**src/lh_pp_pkg.sv**
```systemverilog
`default_nettype none

package lh_pp_pkg;

	// ========================================
	// table geometry
	// ========================================

	// log2 of forwarding table size
	localparam int LH_TABLE_NBITS = 4;

	// egress port used on a table miss
	localparam logic [2:0] LH_FLOOD_PORT = 3'd7;

	// ========================================
	// metadata and results
	// ========================================

	// parsed header metadata, 28 bits
	typedef struct packed {
		logic [2:0]  src_port;
		logic [7:0]  dst_key;
		logic [5:0]  flow_id;
		logic [10:0] pkt_len;
	} lh_pp_meta_type;

	// forwarding decision, 22 bits
	typedef struct packed {
		logic [2:0]  egress_port;
		logic        drop;
		logic [5:0]  flow_id;
		logic [10:0] pkt_len;
		logic        hit;
	} lh_pp_result_type;

	// one table slot
	typedef struct packed {
		logic       valid;
		logic [2:0] port;
	} lh_fwd_entry_type;

endpackage

`default_nettype wire

```
**src/sfifo_ctrl.sv**
```systemverilog
`timescale 1ns/1ps
`default_nettype none

module sfifo_ctrl #(
	parameter int DEPTH_NBITS = 3,
	parameter int DEPTH = (1 << DEPTH_NBITS)
) (
	input  wire                    clk,
	input  wire                    rst_n,
	input  wire                    rd,
	input  wire                    wr,
	output logic [DEPTH_NBITS:0]   ncount,
	output logic [DEPTH_NBITS:0]   count,
	output logic                   full,
	output logic                   empty,
	output logic                   fullm1,
	output logic                   emptyp1,
	output logic                   emptyp2,
	output logic [DEPTH_NBITS-1:0] rptr,
	output logic [DEPTH_NBITS-1:0] wptr
);

	// ========================================
	// thresholds
	// ========================================

	// last usable slot, pointers wrap here
	localparam logic [DEPTH_NBITS-1:0] LAST_PTR = DEPTH_NBITS'(DEPTH - 1);
	localparam logic [DEPTH_NBITS:0] FULL_CNT = (DEPTH_NBITS + 1)'(DEPTH);
	localparam logic [DEPTH_NBITS:0] FULLM1_CNT = (DEPTH_NBITS + 1)'(DEPTH - 1);

	// circular increment, depth need not be a power of two
	function automatic logic [DEPTH_NBITS-1:0] ptr_inc(input logic [DEPTH_NBITS-1:0] p);
		return (p == LAST_PTR) ? '0 : p + 1'b1;
	endfunction

	// ========================================
	// occupancy
	// ========================================

	// next count, callers qualify rd and wr
	always_comb begin
		ncount = count;
		if (wr && !rd)
			ncount = count + 1'b1;
		else if (rd && !wr)
			ncount = count - 1'b1;
	end

	// pointers, count and registered flags
	always_ff @(posedge clk) begin
		if (!rst_n) begin
			rptr    <= '0;
			wptr    <= '0;
			count   <= '0;
			full    <= 1'b0;
			empty   <= 1'b1;
			fullm1  <= (FULLM1_CNT == '0);
			emptyp1 <= 1'b0;
			emptyp2 <= 1'b0;
		end else begin
			if (rd)
				rptr <= ptr_inc(rptr);
			if (wr)
				wptr <= ptr_inc(wptr);
			count <= ncount;
			// flags from next count, so no comb path to users
			full    <= (ncount == FULL_CNT);
			empty   <= (ncount == '0);
			fullm1  <= (ncount == FULLM1_CNT);
			emptyp1 <= (ncount == (DEPTH_NBITS + 1)'(1));
			emptyp2 <= (ncount == (DEPTH_NBITS + 1)'(2));
		end
	end

endmodule

`default_nettype wire

```
**src/sfifo_reg_out.sv**
```systemverilog
`timescale 1ns/1ps
`default_nettype none

module sfifo_reg_out
	import lh_pp_pkg::*;
#(
	parameter int DEPTH_NBITS = 3,
	parameter type payload_type = lh_pp_meta_type
) (
	input  wire                  clk,
	input  wire                  rst_n,
	input  wire                  wr,
	input  wire                  rd,
	input  wire payload_type     din,
	output payload_type          dout,
	output logic [DEPTH_NBITS:0] ncount,
	output logic [DEPTH_NBITS:0] count,
	output logic                 full,
	output logic                 fullm1,
	output logic                 empty,
	output logic                 emptyp2
);

	// head register holds one word, array holds the rest
	localparam int DEPTH = 1 << DEPTH_NBITS;
	localparam int ARR_DEPTH = DEPTH - 1;

	payload_type mem [ARR_DEPTH];
	payload_type arr_dout;

	logic                   arr_rd;
	logic                   arr_wr;
	logic [DEPTH_NBITS:0]   arr_ncount;
	logic                   arr_full;
	logic                   arr_empty;
	logic                   arr_fullm1;
	logic                   arr_emptyp1;
	logic [DEPTH_NBITS-1:0] arr_rptr;
	logic [DEPTH_NBITS-1:0] arr_wptr;
	logic                   nempty;

	// ========================================
	// head word control
	// ========================================

	// head goes empty only on a read with nothing behind it
	assign nempty = (wr == rd) ? empty : (!wr && rd && arr_empty);

	// array only moves once the head is occupied
	assign arr_rd = rd && !arr_empty;
	assign arr_wr = wr && !(empty || (arr_empty && rd));

	// total occupancy is array plus head
	assign ncount = arr_ncount + {{DEPTH_NBITS{1'b0}}, !nempty};

	// array full implies head full
	assign full    = arr_full;
	assign fullm1  = arr_fullm1;
	assign emptyp2 = arr_emptyp1;

	always_ff @(posedge clk) begin
		if (!rst_n) begin
			empty <= 1'b1;
			count <= '0;
		end else begin
			empty <= nempty;
			count <= ncount;
		end
	end

	// load from array head, or bypass din when array is empty
	always_ff @(posedge clk) begin
		if ((wr && empty) || rd)
			dout <= (rd && !arr_empty) ? arr_dout : din;
	end

	// ========================================
	// storage array
	// ========================================

	sfifo_ctrl #(
		.DEPTH_NBITS (DEPTH_NBITS),
		.DEPTH       (ARR_DEPTH)
	) u_sfifo_ctrl (
		.clk     (clk),
		.rst_n   (rst_n),
		.rd      (arr_rd),
		.wr      (arr_wr),
		.ncount  (arr_ncount),
		.count   (),
		.full    (arr_full),
		.empty   (arr_empty),
		.fullm1  (arr_fullm1),
		.emptyp1 (arr_emptyp1),
		.emptyp2 (),
		.rptr    (arr_rptr),
		.wptr    (arr_wptr)
	);

	assign arr_dout = mem[arr_rptr];

	always_ff @(posedge clk) begin
		if (arr_wr)
			mem[arr_wptr] <= din;
	end

endmodule

`default_nettype wire

```
**src/lh_lookup.sv**
```systemverilog
`timescale 1ns/1ps
`default_nettype none

module lh_lookup
	import lh_pp_pkg::*;
#(
	parameter int DEPTH_NBITS = 2
) (
	input  wire                      clk,
	input  wire                      rst_n,
	input  wire                      in_empty,
	input  wire lh_pp_meta_type      in_dout,
	input  wire [DEPTH_NBITS:0]      out_count,
	input  wire                      cfg_wr,
	input  wire [LH_TABLE_NBITS-1:0] cfg_addr,
	input  wire lh_fwd_entry_type    cfg_entry,
	output logic                     fifo_rd,
	output logic                     res_wr,
	output lh_pp_result_type         res_data
);

	localparam int TABLE_SIZE = 1 << LH_TABLE_NBITS;
	// output fifo capacity, one bit wider than out_count for the sum
	localparam logic [DEPTH_NBITS+1:0] OUT_DEPTH = (DEPTH_NBITS + 2)'(1 << DEPTH_NBITS);

	lh_fwd_entry_type          fwd_table [TABLE_SIZE];
	logic [LH_TABLE_NBITS-1:0] rd_idx;
	logic [DEPTH_NBITS+1:0]    credit_used;
	logic                      s1_valid;
	lh_pp_meta_type            s1_meta;
	lh_fwd_entry_type          s1_entry;
	lh_pp_result_type          s2_result;

	// ========================================
	// forwarding table
	// ========================================

	// sw writes one slot per cycle, all invalid after reset
	always_ff @(posedge clk) begin
		if (!rst_n) begin
			for (int i = 0; i < TABLE_SIZE; i++)
				fwd_table[i] <= '0;
		end else if (cfg_wr) begin
			fwd_table[cfg_addr] <= cfg_entry;
		end
	end

	// hash index: low key bits xor ingress port
	assign rd_idx = in_dout.dst_key[LH_TABLE_NBITS-1:0] ^ LH_TABLE_NBITS'(in_dout.src_port);

	// ========================================
	// credit and stage 1
	// ========================================

	// queued results plus both stages in flight
	assign credit_used = {1'b0, out_count} + (DEPTH_NBITS + 2)'(s1_valid)
		+ (DEPTH_NBITS + 2)'(res_wr);
	assign fifo_rd = !in_empty && (credit_used < OUT_DEPTH);

	always_ff @(posedge clk) begin
		if (!rst_n)
			s1_valid <= 1'b0;
		else
			s1_valid <= fifo_rd;
	end

	// table read sees writes from earlier cycles only
	always_ff @(posedge clk) begin
		if (fifo_rd) begin
			s1_meta  <= in_dout;
			s1_entry <= fwd_table[rd_idx];
		end
	end

	// ========================================
	// stage 2
	// ========================================

	always_comb begin
		s2_result.hit         = s1_entry.valid;
		// miss floods
		s2_result.egress_port = s1_entry.valid ? s1_entry.port : LH_FLOOD_PORT;
		// hairpin back to ingress is dropped
		s2_result.drop        = s1_entry.valid && (s1_entry.port == s1_meta.src_port);
		s2_result.flow_id     = s1_meta.flow_id;
		s2_result.pkt_len     = s1_meta.pkt_len;
	end

	always_ff @(posedge clk) begin
		if (!rst_n)
			res_wr <= 1'b0;
		else
			res_wr <= s1_valid;
	end

	always_ff @(posedge clk) begin
		if (s1_valid)
			res_data <= s2_result;
	end

endmodule

`default_nettype wire

```
**src/lh_pp_top.sv**
```systemverilog
`timescale 1ns/1ps
`default_nettype none

module lh_pp_top
	import lh_pp_pkg::*;
#(
	parameter int IN_DEPTH_NBITS = 3,
	parameter int OUT_DEPTH_NBITS = 2
) (
	input  wire                      clk,
	input  wire                      rst_n,
	// parser side
	input  wire                      in_wr,
	input  wire lh_pp_meta_type      in_meta,
	output wire                      in_full,
	output wire                      in_fullm1,
	// table config
	input  wire                      cfg_wr,
	input  wire [LH_TABLE_NBITS-1:0] cfg_addr,
	input  wire lh_fwd_entry_type    cfg_entry,
	// downstream drain
	input  wire                      out_rd,
	output wire                      out_empty,
	output wire lh_pp_result_type    out_result,
	output wire [OUT_DEPTH_NBITS:0]  out_count
);

	wire                   in_empty;
	wire lh_pp_meta_type   in_dout;
	wire                   fifo_rd;
	wire                   res_wr;
	wire lh_pp_result_type res_data;

	// ========================================
	// metadata in
	// ========================================

	sfifo_reg_out #(
		.DEPTH_NBITS  (IN_DEPTH_NBITS),
		.payload_type (lh_pp_meta_type)
	) u_in_fifo (
		.clk     (clk),
		.rst_n   (rst_n),
		.wr      (in_wr),
		.rd      (fifo_rd),
		.din     (in_meta),
		.dout    (in_dout),
		.ncount  (),
		.count   (),
		.full    (in_full),
		.fullm1  (in_fullm1),
		.empty   (in_empty),
		.emptyp2 ()
	);

	// lookup sized against the output fifo depth
	lh_lookup #(
		.DEPTH_NBITS (OUT_DEPTH_NBITS)
	) u_lookup (
		.clk       (clk),
		.rst_n     (rst_n),
		.in_empty  (in_empty),
		.in_dout   (in_dout),
		.out_count (out_count),
		.cfg_wr    (cfg_wr),
		.cfg_addr  (cfg_addr),
		.cfg_entry (cfg_entry),
		.fifo_rd   (fifo_rd),
		.res_wr    (res_wr),
		.res_data  (res_data)
	);

	// ========================================
	// results out
	// ========================================

	// never full on write, lookup holds credit
	sfifo_reg_out #(
		.DEPTH_NBITS  (OUT_DEPTH_NBITS),
		.payload_type (lh_pp_result_type)
	) u_out_fifo (
		.clk     (clk),
		.rst_n   (rst_n),
		.wr      (res_wr),
		.rd      (out_rd),
		.din     (res_data),
		.dout    (out_result),
		.ncount  (),
		.count   (out_count),
		.full    (),
		.fullm1  (),
		.empty   (out_empty),
		.emptyp2 ()
	);

endmodule

`default_nettype wire

```
**config.mk**
```make
export PLATFORM = sky130hd
export DESIGN_NAME = lh_pp_top
export DESIGN_NICKNAME = d
export VERILOG_FILES = /design/src/lh_pp_pkg.sv /design/src/sfifo_ctrl.sv /design/src/sfifo_reg_out.sv /design/src/lh_lookup.sv /design/src/lh_pp_top.sv
export SDC_FILE = /design/constraint.sdc
export NUM_CORES = 1
export LEC_CHECK = 0
export BUFFER_PORTS_ARGS = -buffer_cell sky130_fd_sc_hd__buf_2
export CAP_MARGIN = 0
export CORE_MARGIN = 1.5
export CORE_UTILIZATION = 64
export CTS_BUF_LIST = sky130_fd_sc_hd__clkbuf_8
export DETAILED_ROUTE_END_ITERATION = 8
export PLACE_DENSITY = 0.82
export SYNTH_ARGS = -nofsm -noshare
export SYNTH_HDL_FRONTEND = slang
export SYNTH_SLANG_ARGS = --single-unit
export TNS_END_PERCENT = 30
```
**constraint.sdc**
```tcl
create_clock -name clk -period 5.12 [get_ports clk]
set_clock_uncertainty 0.05 [all_clocks]
set_input_delay 0.768 -clock clk [delete_from_list [all_inputs] [get_ports clk]]
set_output_delay 0.768 -clock clk [all_outputs]
set_load 0.02 [all_outputs]
```
### Word-level counts from Yosys, hierarchy flattened

Memory sizes are Yosys's and may differ from the RTL's. A register that Yosys moved wholly into a read port is not among the register bits.
Cells that the tools add are included.

| cells by class | value |
|---|---|
| add/sub/neg operators | 11 |
| order comparisons | 1 |
| equality and inequality tests | 9 |
| multiplexer cells | 26 |
| bitwise operators | 1 |
| reduce and logical (&&, ||, !) cells | 37 |

Operators with widths:

| cell | number |
|---|---|
| $mux 28 | 1 |
| $mux 22 | 1 |
| $logic_and 1x1->1 | 18 |
| $mux 3 | 6 |
| $mux 4 | 4 |
| $logic_not 1->1 | 12 |
| $mux 1 | 10 |
| $add 3x1->3 const B | 3 |
| $eq 4x3->1 const B | 2 |
| $mux 2 | 4 |
| $eq 3x3->1 const B | 2 |
| $add 2x1->2 const B | 2 |
| $add 3x1->4 | 1 |
| $add 4x1->4 | 1 |
| $add 4x1->4 const B | 1 |
| $eq 2x2->1 const B | 2 |
| $logic_not 4->1 | 1 |
| $logic_or 1x1->1 | 4 |
| $lt 4x3->1 const B | 1 |
| $reduce_or 4->1 | 1 |
| $sub 4x1->4 const B | 1 |
| $xor 4x3->4 | 1 |
| $add 3x1->3 | 1 |
| $eq 3x3->1 | 1 |
| other kinds (3) | 4 |

| word-level totals | value |
|---|---|
| bits in registers | 116 |
| RAM bits | 326 |
| output and inout bits | 28 |
| logic and storage cells | 120 |
| memories kept | 3 |

Memory list:

| name | words | width | rd ports | clocked after Yosys merged registers in | wr ports | line | text |
|---|---|---|---|---|---|---|---|
| u_in_fifo.mem | 7 | 28 | 1 | 1 | 1 | sfifo_reg_out.sv:28 | `payload_type mem [ARR_DEPTH];` |
| u_out_fifo.mem | 3 | 22 | 1 | 1 | 1 | sfifo_reg_out.sv:28 |  |
| u_lookup.fwd_table | 16 | 4 | 1 | 1 | 16 | lh_lookup.sv:26 | `lh_fwd_entry_type fwd_table [TABLE_SIZE];` |

### Longest topological paths before layout

Gate-level depths: netlist of the first run.

| depth | value |
|---|---|
| word-level depth | 13 |
| gate-level depth with buffers | 9 |
| mapped depth without buffers | 9 |

### Modules after synthesis

From an unflattened synthesis of the first run, not the netlist that was laid out.

| second synthesis, totals | value |
|---|---|
| cells, all modules | 1118 |
| area, all modules | 18690.4 um^2 |

By module, submodules not included:

| module | instances | cells an instance | area an instance (um^2) | seq. area each (um^2) |
|---|---|---|---|---|
| sfifo_reg_out (u_in_fifo) | 1 | 478 | 9098.7 | 6826.5 |
| lh_lookup | 1 | 304 | 4644.5 | 3343.2 |
| sfifo_reg_out (u_out_fifo) | 1 | 210 | 3641.0 | 2722.6 |
| sfifo_ctrl (u_in_fifo.u_sfifo_ctrl) | 1 | 69 | 720.7 | 300.3 |
| sfifo_ctrl (u_out_fifo.u_sfifo_ctrl) | 1 | 57 | 585.6 | 220.2 |

### Worst setup path before layout of the first run

No wires, ideal clock.

| timing | value |
|---|---|
| kind | reg2reg |
| from | register u_lookup.s1_valid |
| to | memory u_in_fifo.mem[4][0] (netlist name) (enable) |
| setup time | 474 ps |
| arrival time | 3983 ps |
| required time | 4596 ps |
| setup slack | 612 ps |
| stages on the path, launching flop included | 5 |
| buffers on the path | 0 |
| cell sequence | dfxtp_1 -> nand3_1 -> nand2_2 -> o21ai_1 -> nor4b_1 |

| on the way | value |
|---|---|
| word-level cells in the longest chain between the ends | 10 |

Ends and longest elaborated chain:

| what | line | text |
|---|---|---|
| start, declared | lh_lookup.sv:29 | `logic s1_valid;` |
| start signal, assigned | lh_lookup.sv:64 | `s1_valid <= fifo_rd;` |
| $add 3x1->4 | lh_lookup.sv:56 | `assign credit_used = {1'b0, out_count} + (DEPTH_NBITS + 2)'(s1_valid)` |
| $add 4x1->4 | lh_lookup.sv:57 | `+ (DEPTH_NBITS + 2)'(res_wr);` |
| $lt 4x3->1 | lh_lookup.sv:58 | `assign fifo_rd = !in_empty && (credit_used < OUT_DEPTH);` |
| $logic_and 1x1->1 | lh_lookup.sv:58 |  |
| $logic_and 1x1->1 | sfifo_reg_out.sv:51 | `assign arr_wr = wr && !(empty \|\| (arr_empty && rd));` |
| $logic_or 1x1->1 | sfifo_reg_out.sv:51 |  |
| $logic_not 1->1 | sfifo_reg_out.sv:51 |  |
| $logic_and 1x1->1 | sfifo_reg_out.sv:51 |  |
| $mux 1 | sfifo_reg_out.sv:103 | `if (arr_wr)` |
| $mux 1 (implied by the code) | sfifo_reg_out.sv:104 | `mem[arr_wptr] <= din;` |
| end, declared | sfifo_reg_out.sv:28 |  |

No other way between the ends.

### Final worst setup path of the first run

| timing | value |
|---|---|
| from | register u_lookup.s1_valid |
| to | memory u_in_fifo.mem[5][18] (netlist name) (enable) |

| on the way | value |
|---|---|
| word-level cells in the longest chain between the ends | 10 |

Ends and longest elaborated chain:

| what | line | text |
|---|---|---|
| $add 3x1->4 | lh_lookup.sv:56 |  |
| $add 4x1->4 | lh_lookup.sv:57 |  |
| $lt 4x3->1 | lh_lookup.sv:58 |  |
| $logic_and 1x1->1 | lh_lookup.sv:58 |  |
| via fifo_rd | lh_pp_top.sv:30 | `wire fifo_rd;` |
| $logic_and 1x1->1 | sfifo_reg_out.sv:51 |  |
| $logic_or 1x1->1 | sfifo_reg_out.sv:51 |  |
| $logic_not 1->1 | sfifo_reg_out.sv:51 |  |
| $logic_and 1x1->1 | sfifo_reg_out.sv:51 |  |
| $mux 1 | sfifo_reg_out.sv:103 |  |
| $mux 1 (implied by the code) | sfifo_reg_out.sv:104 |  |

The timed path passes the listed nets, and every way through them passes these cells.

==> results of run 1 <==
[kinds of logic (layout without fill, tap and decap cells)]
logic type / count (synthesis) / in the layout / share of synthesized area (%)
flops: 423 / 423 / 74.5
mux: 118 / 118 / 10.6
simple gates: 255 / 255 / 7.52
buf+inv: 61 / 207 / 1.47
xor+xnor: 13 / 13 / 0.821
other cells: 0 / 2 / 0
compound gates: 138 / 138 / 4.41
fa+ha+maj: 9 / 9 / 0.678
[registers in the layout (all words and copies together) (netlist names), 2 cells and up, named ones only]
register	flops
u_in_fifo.mem	168
u_out_fifo.u_sfifo_ctrl.rptr	2
u_in_fifo.u_sfifo_ctrl.count	4
u_out_fifo.u_sfifo_ctrl.count	3
u_in_fifo.dout	24
u_out_fifo.dout	22
u_lookup.res_data	22
u_lookup.fwd_table	64
u_out_fifo.u_sfifo_ctrl.wptr	2
u_out_fifo.count	3
u_lookup.s1_entry	4
u_lookup.s1_meta	20
u_in_fifo.u_sfifo_ctrl.rptr	3
u_in_fifo.u_sfifo_ctrl.wptr	3
u_out_fifo.mem	66
[layout make-up]
class / instances / area [sq um]
Multi-Input combinational cell: 533 / 4050
Fill cell: 1533 / 6830
Inverter: 13 / 48.8
Tap cell: 330 / 413
Clock buffer: 65 / 895
Timing Repair Buffer: 82 / 463
Sequential cell: 423 / 12400
Clock inverter: 47 / 248
Antenna cell: 2 / 5.00
[metal layers]
layer / part of all wire, % / global-route usage, % / up-vias
met2: 50 / 38.4 / 321
met3: 6.1 / 4.44 / 63
li1: - / - / 4069
met1: 42 / 31.3 / 4368
met5: 0.033 / 0 / -
met4: 2.1 / 7.98 / 2
[power groups by stage]
stage / clock network [mW] / registers (mW) / logic (mW)
after floorplan: 0 / 4.39 / 0.758
after global placement: 0 / 4.42 / 1.02
after detailed placement: 0 / 4.44 / 1.07
after CTS: 2.53 / 4.37 / 1.08
after global routing: 2.68 / 4.40 / 1.18
final: 2.47 / 4.37 / 1.08
[Yosys cell counts (all sizes together) (2+ instances only)]
| master | number |
|---|---|
| edfxtp | 390 |
| mux2i | 74 |
| and2 | 72 |
| nor2 | 71 |
| nand2 | 68 |
| o21ai | 65 |
| a21oi | 59 |
| mux4 | 44 |
| clkbuf | 37 |
| dfxtp | 33 |
| inv | 13 |
| nor3 | 12 |
| buf | 11 |
| nand2b | 11 |
| ha | 9 |
| xnor2 | 7 |
| xor2 | 5 |
| a21o | 3 |
| nor3b | 3 |
| nor4 | 3 |
| a31oi | 2 |
| nand3 | 2 |
| nand4b | 2 |
| nor2b | 2 |
| nor4b | 2 |
| or2 | 2 |
[through the flow]
stage	utilization (%)	total power [mW]	hold slack (ps)	cell area (sq um)
3_3_place_gp	68.5	5.43	351	17300
4_1_cts	73.0	7.98	347	18500
2_1_floorplan	-	5.15	350	16600
6_report	73.0	7.93	368	18500
3_5_place_dp	68.5	5.52	356	17300
5_1_grt	73.0	8.27	358	18500
[critical path, cell delays in order (launching register included)]
cell and delay, ps:
sky130_fd_sc_hd__dfxtp_1 980, sky130_fd_sc_hd__nand3_1 250, sky130_fd_sc_hd__nand2_2 290, sky130_fd_sc_hd__inv_1 460
sky130_fd_sc_hd__a21oi_1 400, sky130_fd_sc_hd__nand2_1 170, sky130_fd_sc_hd__nor3b_2 210, sky130_fd_sc_hd__buf_4 390
[final timing paths]
kind              cells past startpoint                start  slack (ps)                     to
hold reg to reg                       0  u_lookup.s1_meta[9]         370  u_lookup.res_data[10]
setup reg to reg                      7    u_lookup.s1_valid        1550   u_in_fifo.mem[5][18]
setup / recovery                      7    u_lookup.s1_valid        1550   u_in_fifo.mem[5][18]
hold / removal                        0  u_lookup.s1_meta[9]         370  u_lookup.res_data[10]
==> results.json, run 1 <==
{
  "outcome": "finished, final reports clean",
  "max_slew_margin_pct": 30.8,
  "intPower_mw": 5.92,
  "global_route.overflow_total": 0,
  "final_cell_mix": "sky130_fd_sc_hd__edfxtp_1 (390), sky130_fd_sc_hd__mux2i_1 (74), sky130_fd_sc_hd__and2_1 (72)",
  "post_synth_edffs": 390,
  "boundaryPins": 69,
  "clock_latency_ps": 600,
  "synth-async-reset-ratio_pct": 0,
  "number_of_setup_buffers_added_after_cts": 0,
  "finalHoldViolCount": 0,
  "cts_resized": 0,
  "io_buffer_count": 64,
  "worstMarginPinSlew_ps": 1040,
  "detailedPlacementHpwl_um": 18100,
  "combPwrFrac_pct": 13.7,
  "tritonroute_pass_1_iters": 7,
  "max_freq_mhz": 280,
  "fin_ws_ps": 1550,
  "cts_tree": "built",
  "yosysWarningCount": 0,
  "finish.net_count": 1164,
  "synth_seq_cells": 423,
  "drtIter0Drc": 880,
  "synth_top_area_share_pct": 70.5,
  "clock_path_buffers": 3,
  "cts.clk_slew.worst_paths_ps": 60,
  "totalWireLength_um": 30100,
  "floorplan.core_area_sq_um": 25300,
  "power.share.sequential_pct": 55.1,
  "timing.final.crit_period_ps": 3570,
  "die_w_um": 164,
  "grt_first_pass_wirelength_um": 47200,
  "postRouteAntennaNets": 0,
  "cp_data_arrival_time_ps": 3760,
  "synthCells": 1017,
  "max_cap_viol_count": 0,
  "layout_commonest_cell": "sky130_fd_sc_hd__edfxtp_1",
  "synth_sequential_area_ratio_pct": 74.5,
  "slew_violations": 0,
  "detailroute.via_count": 8823,
  "wl_per_cell_um": 20.1,
  "powerDensity_nw_per_um2": 429,
  "grt_max_degree": 53,
  "avgViaCountPerCell": 5.90,
  "post-place-ws_ps": 1560,
  "timing.critical_path.required_ps": 5310,
  "crit_fanout": 26,
  "synthesis.area_sq_um": 16600,
  "layout-area-overhead-vs-synth_pct": 11.3,
  "gr-usage-all-layers_pct": 23.2,
  "crit_type": "reg -> reg",
  "synth_area_leader_cell": "sky130_fd_sc_hd__edfxtp_1",
  "cts_root_buffer": "sky130_fd_sc_hd__clkbuf_8",
  "unrepaired_setup_endpoints_after_global_routing": "no",
  "netSwitchingFraction_pct": 25.4,
  "critical_path.endpoint_type": "flip-flop",
  "initial_antenna_violation_count": 2,
  "instances_no_fill": 1495,
  "power.static_leakage_nw": 6.28,
  "worst_setup_path_start_kind": "flip-flop",
  "worst_hold_path_type": "reg -> reg",
  "via_count_of_the_first_global_routing_pass": 8738,
  "die-area_sq_um": 26900,
  "netSwitchingPower_mw": 2.01,
  "cts-buffers-inserted": 61,
  "postCtsHoldBufs": 0,
  "count_of_cell_types_in_the_netlist": 47,
  "max-vdd-ir-drop_uv": 277,
  "drcViolationCount": 0,
  "clock-sinks": 423,
  "finalCritPeriodShare_pct": 69.7,
  "floorplan.initialDensity_pct": 65.6,
  "core_rows": 58,
  "yosys-top-cells-area": "sky130_fd_sc_hd__edfxtp_1 (70%), sky130_fd_sc_hd__mux4_2 (4.6%), sky130_fd_sc_hd__mux2i_1 (4.5%)",
  "h-tree-depth": 2,
  "dp_cells": 1380,
  "routabilityCongestion": 0.830,
  "drive_above_1_share_pct": 18.1,
  "final-setup-viol-count": 0,
  "avgSynthCellArea_sq_um": 16.3,
  "die_y_um": 164,
  "p_clk_share_pct": 31.2,
  "synth_nets": 1067,
  "yosys_most_used_dff": "sky130_fd_sc_hd__edfxtp_1",
  "total_negative_setup_slack_ps": 0
}
No activity file was read; power rests on OpenSTA's default activity.
==> run 2, diff against run 1 <==
--- a/config.mk
+++ b/config.mk
@@ -5,13 +5,14 @@
 export SDC_FILE = /design/constraint.sdc
 export NUM_CORES = 1
 export LEC_CHECK = 0
+export ABC_AREA = 1
 export BUFFER_PORTS_ARGS = -buffer_cell sky130_fd_sc_hd__buf_2
 export CAP_MARGIN = 0
 export CORE_MARGIN = 1.5
-export CORE_UTILIZATION = 64
+export CORE_UTILIZATION = 58
 export CTS_BUF_LIST = sky130_fd_sc_hd__clkbuf_8
 export DETAILED_ROUTE_END_ITERATION = 8
-export PLACE_DENSITY = 0.82
+export PLACE_DENSITY = 0.79
 export SYNTH_ARGS = -nofsm -noshare
 export SYNTH_HDL_FRONTEND = slang
 export SYNTH_SLANG_ARGS = --single-unit
==> constraint.sdc (replaced) <==
create_clock -name clk -period 3.14 [get_ports clk]
set_clock_uncertainty 0.05 [all_clocks]
set_input_delay 0.471 -clock clk [delete_from_list [all_inputs] [get_ports clk]]
set_output_delay 0.471 -clock clk [all_outputs]
set_load 0.02 [all_outputs]
==> run 2 against run 1 <==
Count of clock-buffer cells in the layout grew 11; setup slack worse by 600 ps; final cell count increased by 26%; sequential power grew 61%; first-iteration DRC count is 6.6% higher; combinational power up 110%; register-to-register slack worse by 600 ps; clock power is 73% higher; power rose by 72%; wire length rose by 7.7%; fmax is 63% higher; hold slack worse by 240 ps.
==> results.json, run 2 <==
{
  "worst_hold_slack_ps": 130,
  "wl_per_cell_um": 17.2,
  "cts-buffers-inserted": 66,
  "post_synth_edffs": 390,
  "gr-usage-all-layers_pct": 21.6,
  "synth_top_area_share_pct": 68.7,
  "critical_path.endpoint_type": "flip-flop",
  "layout-area-overhead-vs-synth_pct": 11.7,
  "detailroute.via_count": 10500,
  "synth.area.mux_share_pct": 1.29,
  "floorplan.core_area_sq_um": 28800,
  "final_cell_mix": "sky130_fd_sc_hd__edfxtp_1 (390), sky130_fd_sc_hd__nand2_1 (244), sky130_fd_sc_hd__nor2_1 (195)",
  "largest_registers": "u_in_fifo.mem x168, u_out_fifo.mem x66, u_lookup.fwd_table x64",
  "tritonroute_pass_1_iters": 5,
  "synth-async-reset-ratio_pct": 0,
  "unrepaired_setup_endpoints_after_global_routing": "no",
  "area_of_the_multi_input_gates_sq_um": 4140,
  "slew_violations": 0,
  "final-setup-viol-count": 0,
  "boundaryPins": 69,
  "combinational_family_with_the_most_area_after_synthesis": "simple AND/OR/NAND/NOR gates",
  "synth-xor-area-share_pct": 0.668,
  "clock_latency_ps": 570,
  "yosys-top-cells-area": "sky130_fd_sc_hd__edfxtp_1 (69%), sky130_fd_sc_hd__nand2_1 (5.4%), sky130_fd_sc_hd__nor2_1 (4.4%)",
  "die_y_um": 174,
  "worst_hold_path_type": "in -> reg",
  "clock-sinks": 423,
  "max-vdd-ir-drop_uv": 495,
  "yosysWarningCount": 0,
  "drcViolationCount": 0,
  "crit_type": "reg -> reg",
  "setup.reg_to_reg.worst_slack_ps": 950,
  "grt_max_degree": 73,
  "worstMarginPinSlew_ps": 992,
  "avgViaCountPerCell": 5.57,
  "max_slew_margin_pct": 33.8,
  "finalCritPeriodShare_pct": 69.6,
  "synth_area_leader_cell": "sky130_fd_sc_hd__edfxtp_1",
  "critical_path.max_stage_delay_ps": 450,
  "post-synth-top-count-cell": "sky130_fd_sc_hd__edfxtp_1",
  "yosys_most_used_dff": "sky130_fd_sc_hd__edfxtp_1",
  "outcome": "finished, final reports clean",
  "die_w_um": 174,
  "global_route.overflow_total": 0,
  "worst_setup_path_start_kind": "flip-flop",
  "max_freq_mhz": 457,
  "synth_compound_area_share_pct": 8.81,
  "drive_above_1_share_pct": 17.0,
  "clock_path_buffers": 3,
  "n_fill_cell": 1965,
  "synthCells": 1351,
  "avgSynthCellArea_sq_um": 12.6,
  "cts_resized": 0,
  "crit_fanout": 33,
  "timing.final.crit_period_ps": 2190,
  "postCtsHoldBufs": 0,
  "cp_data_arrival_time_ps": 2430,
  "drtIter0Drc": 938,
  "via_count_of_the_first_global_routing_pass": 10300,
  "core_rows": 62,
  "cts_tree": "built",
  "max_flop_register": "u_in_fifo.mem",
  "synth_sequential_area_ratio_pct": 72.6,
  "synth_common_cells": "sky130_fd_sc_hd__edfxtp_1 (390), sky130_fd_sc_hd__nand2_1 (244), sky130_fd_sc_hd__nor2_1 (199)",
  "routabilityCongestion": 0.828,
  "h-tree-depth": 3,
  "finalHoldViolCount": 0,
  "synth-adder-area-share_pct": 0.661,
  "floorplan.initialDensity_pct": 59.2,
  "synth_seq_cells": 423,
  "fin_total_pwr_mw": 13.6,
  "fin_util_pct": 66.1,
  "fin_ws_ps": 953,
  "number_of_setup_buffers_added_after_cts": 0,
  "die-area_sq_um": 30400,
  "synthesis.area_sq_um": 17000,
  "cts_root_buffer": "sky130_fd_sc_hd__clkbuf_8",
  "crit_path_cell_trace": "inv_2, nand2_2, nand2_4, inv_2, o211ai_1, nand2_1, o211ai_1, nand2_1",
  "total_negative_setup_slack_ps": 0,
  "layout_commonest_cell": "sky130_fd_sc_hd__edfxtp_1",
  "count_of_cell_types_in_the_netlist": 52,
  "largest_register_ff_count": 168,
  "totalWireLength_um": 32400,
  "detailedPlacementHpwl_um": 19300,
  "finish.net_count": 1495,
  "post-place-ws_ps": 957,
  "timing.critical_path.required_ps": 3390,
  "seqCellArea_sq_um": 12400,
  "grt_first_pass_wirelength_um": 51500,
  "postRouteAntennaNets": 0,
  "cts.clk_slew.worst_paths_ps": 60,
  "io_buffer_count": 64,
  "yosys.area_share.simple_pct": 12.6,
  "synth_nets": 1401,
  "timing.critical_path.slowest_stage_cell": "sky130_fd_sc_hd__edfxtp_1",
  "powerDensity_nw_per_um2": 717,
  "initial_antenna_violation_count": 3,
  "max_cap_viol_count": 0,
  "power.static_leakage_nw": 7.09
}
==> run 2: worst paths after layout <==
path	startpoint	to	cells after the start
min	in_meta[0]	u_in_fifo.mem[2][0]	1
max	u_in_fifo.dout[25]	u_lookup.s1_entry[2]	8
max reg2reg	u_in_fifo.dout[25]	u_lookup.s1_entry[2]	8
min reg2reg	u_lookup.s1_meta[10]	u_lookup.res_data[11]	0
==> run 2: kinds of logic after synthesis <==
kind of cell	Yosys count
simple gates	517
flops	423
compound gates	241
buf+inv	129
mux	22
xor+xnor	10
fa+ha+maj	9
==> run 2: per-stage QoR <==
step / instances / area, sq um
floorplan: 1351 / 17000
global route: 1879 / 19000
global placement: 1761 / 17800
CTS: 1878 / 19000
finish: 1880 / 19000
detailed placement: 1761 / 17800
==> run 2: critical path: cells and delay by family, from the launching register on <==
kind	cells	cell delay [ps]
buffers and inverters	2	400
and+or+nand+nor	4	520
DFF	1	450
AOI/OAI and AO/OA	2	500
==> run 2: per-layer routing <==
layer	track usage [%]	up-vias	part of all wire [%]
met3	4.88	66	7.6
met1	27.6	5063	41
met5	0	-	0.040
li1	-	4973	-
met4	8.48	2	2.2
met2	36.0	368	49
==> run 2: area by class of cell <==
class | count | share of cell area, %
tap | 384 | 2.53
clock inverter | 41 | 1.01
timing repair buffer | 90 | 2.84
sequential | 423 | 65.0
multi-input combinational | 799 | 21.8
clock buffer | 76 | 5.50
antenna | 2 | 0.0263
inverter | 65 | 1.30
==> run 2: where the power goes <==
group / switching, mW / internal, mW
sequential: 0.243 / 6.80
clock: 1.99 / 2.28
combinational: 1.55 / 0.770
total: 3.79 / 9.85
==> run 3, diff against run 2 <==
==> constraint.sdc (replaced) <==
create_clock -name clk -period 1.78 [get_ports clk]
set_clock_uncertainty 0.05 [all_clocks]
set_input_delay 0.267 -clock clk [delete_from_list [all_inputs] [get_ports clk]]
set_output_delay 0.267 -clock clk [all_outputs]
set_load 0.02 [all_outputs]
==> run 3 against run 2 <==
The run now ends with setup timing left; final cell count increased by 3.0%; hold slack better by 29 ps; highest routed layer is now met4; critical endpoint is now u_in_fifo.mem[6][14]; sequential power increased by 76%.
==> results.json, run 3 (synthesis gave the netlist of run 2 again) <==
{
  "outcome": "finished, violations left",
  "violated_checks": "setup timing",
  "netSwitchingPower_mw": 6.84,
  "worst_hold_slack_ps": 158,
  "fin_ws_ps": -127,
  "postRouteAntennaNets": 0,
  "drcViolationCount": 0,
  "grt_first_pass_wirelength_um": 54500,
  "worst_hold_path_type": "in -> reg",
  "max-vdd-ir-drop_uv": 683,
  "largest_register_ff_count": 168,
  "post-place-ws_ps": -159,
  "gr-usage-all-layers_pct": 22.8,
  "routabilityCongestion": 0.854,
  "boundaryPins": 69,
  "drive_above_1_share_pct": 19.7,
  "critical_path.endpoint_type": "flip-flop",
  "cp_data_arrival_time_ps": 2110,
  "die_y_um": 174,
  "detailroute.via_count": 10700,
  "power.static_leakage_nw": 7.45,
  "via_count_of_the_first_global_routing_pass": 11000,
  "timing.critical_path.required_ps": 1980,
  "clock-sinks": 423,
  "floorplan.core_area_sq_um": 28800,
  "p_clk_share_pct": 30.0,
  "max_freq_mhz": 524,
  "io_buffer_count": 64,
  "finalHoldViolCount": 0,
  "detailedPlacementHpwl_um": 20700,
  "worst_setup_path_start_kind": "flip-flop",
  "crit_fanout": 24,
  "finalCritPeriodShare_pct": 107,
  "clock_latency_ps": 560,
  "wl_per_cell_um": 17.5,
  "initial_antenna_violation_count": 1,
  "global_route_met1_usage_pct": 28.8,
  "grt.met2_usage_pct": 38.8,
  "die-area_sq_um": 30400,
  "crit_type": "reg -> reg",
  "avgViaCountPerCell": 5.54,
  "core_rows": 62,
  "dpl-instance-area_sq_um": 18400,
  "global_route.overflow_total": 0,
  "layout_commonest_cell": "sky130_fd_sc_hd__edfxtp_1",
  "n_fill_cell": 1907,
  "worstMarginPinSlew_ps": 496,
  "gr-usage-met3_pct": 4.13,
  "combPwrFrac_pct": 19.3,
  "max_slew_margin_pct": 66.1,
  "fin_total_pwr_mw": 24.5,
  "largest_registers": "u_in_fifo.mem x168, u_out_fifo.mem x66, u_lookup.fwd_table x64",
  "cts-buffers-inserted": 68,
  "post-route-cell-area_sq_um": 19900,
  "intPower_mw": 17.7,
  "timing.final.crit_period_ps": 1910,
  "netSwitchingFraction_pct": 27.9,
  "total_negative_setup_slack_ps": -15180,
  "cts_tree": "built",
  "cts.clk_slew.worst_paths_ps": 60,
  "cts_root_buffer": "sky130_fd_sc_hd__clkbuf_8",
  "floorplan.initialDensity_pct": 59.2,
  "grt_busiest_layer": "met2",
  "number_of_setup_buffers_added_after_cts": 0,
  "finish.net_count": 1557,
  "totalWireLength_um": 33900,
  "clock_path_buffers": 3,
  "final-setup-viol-count": 172,
  "power.share.sequential_pct": 50.8,
  "drtIter0Drc": 1153,
  "h-tree-depth": 3,
  "tritonroute_pass_1_iters": 5,
  "layout-area-overhead-vs-synth_pct": 16.9,
  "die_w_um": 174,
  "max_flop_register": "u_in_fifo.mem",
  "max_cap_viol_count": 0,
  "unrepaired_setup_endpoints_after_global_routing": "yes",
  "grt_max_degree": 50,
  "slew_violations": 0,
  "final_cell_mix": "sky130_fd_sc_hd__edfxtp_1 (390), sky130_fd_sc_hd__nand2_1 (242), sky130_fd_sc_hd__nor2_1 (190)",
  "powerDensity_nw_per_um2": 1230
}
==> run 3: changes by cell type in the layout (fill, tap and decap cells not counted), sizes merged, moves of 2 or more <==
cell         change
buf             +36
dlygate4sd3     +24
clkinv           +4
inv              -3
clkinvlp         -2
==> run 3: worst max-delay path, stage by stage (launching register included) <==
cell and delay (ps):
sky130_fd_sc_hd__dfxtp_2 350, sky130_fd_sc_hd__ha_4 260, sky130_fd_sc_hd__nand2_2 60, sky130_fd_sc_hd__nand2_4 80, sky130_fd_sc_hd__a21oi_4 60, sky130_fd_sc_hd__nand2_2 90
sky130_fd_sc_hd__nand2_4 90, sky130_fd_sc_hd__nor4_4 310, sky130_fd_sc_hd__buf_12 240
==> run 3: path summary, 6_finish.rpt <==
check             depth (start not counted)                            to  slack, ps              start
hold reg to reg                           0           u_lookup.s1_meta[7]        360  u_in_fifo.dout[7]
setup reg to reg                          8          u_in_fifo.mem[6][14]       -130    u_lookup.res_wr
setup / recovery                          8          u_in_fifo.mem[6][14]       -130    u_lookup.res_wr
hold / removal                            3  u_in_fifo.u_sfifo_ctrl.empty        160              rst_n
==> run 3: repair_timing <==
item,in CTS,in global routing
resized for setup,3,14
hold buffers,24,0
hold endpoints to repair,168,0
setup endpoints to repair,219,213
pin swaps,0,3
==> run 3: stage by stage <==
| step | util, % | cells |
|---|---|---|
| after floorplan | - | 1351 |
| after global placement | 64.0 | 1797 |
| after detailed placement | 64.0 | 1797 |
| after CTS | 69.0 | 1935 |
| after global routing | 69.2 | 1936 |
| final | 69.2 | 1936 |
==> run 3: cell type report <==
type	count	area [sq um]	share of cell area, %
Antenna cell	1	2.50	0.0126
Clock buffer	75	1030	5.18
Clock inverter	39	155	0.779
Inverter	65	248	1.24
Multi-Input combinational cell	799	4230	21.2
Sequential cell	423	12400	62.2
Tap cell	384	480	2.41
Timing Repair Buffer	150	1380	6.95
==> run 3: layer usage <==
metal,vias up,part of all wire [%]
li1,5101,-
met1,5115,41
met2,435,50
met3,78,6.5
met4,0,2.6
met5,-,0
==> run 3: power by group through the flow <==
stage / clock network (mW) / registers [mW] / logic, mW
3_3_place_gp: 0 / 12.6 / 4.43
2_1_floorplan: 0 / 12.7 / 2.92
3_5_place_dp: 0 / 12.6 / 4.61
6_report: 7.35 / 12.4 / 4.72
4_1_cts: 7.50 / 12.4 / 4.68
5_1_grt: 7.91 / 12.5 / 5.22
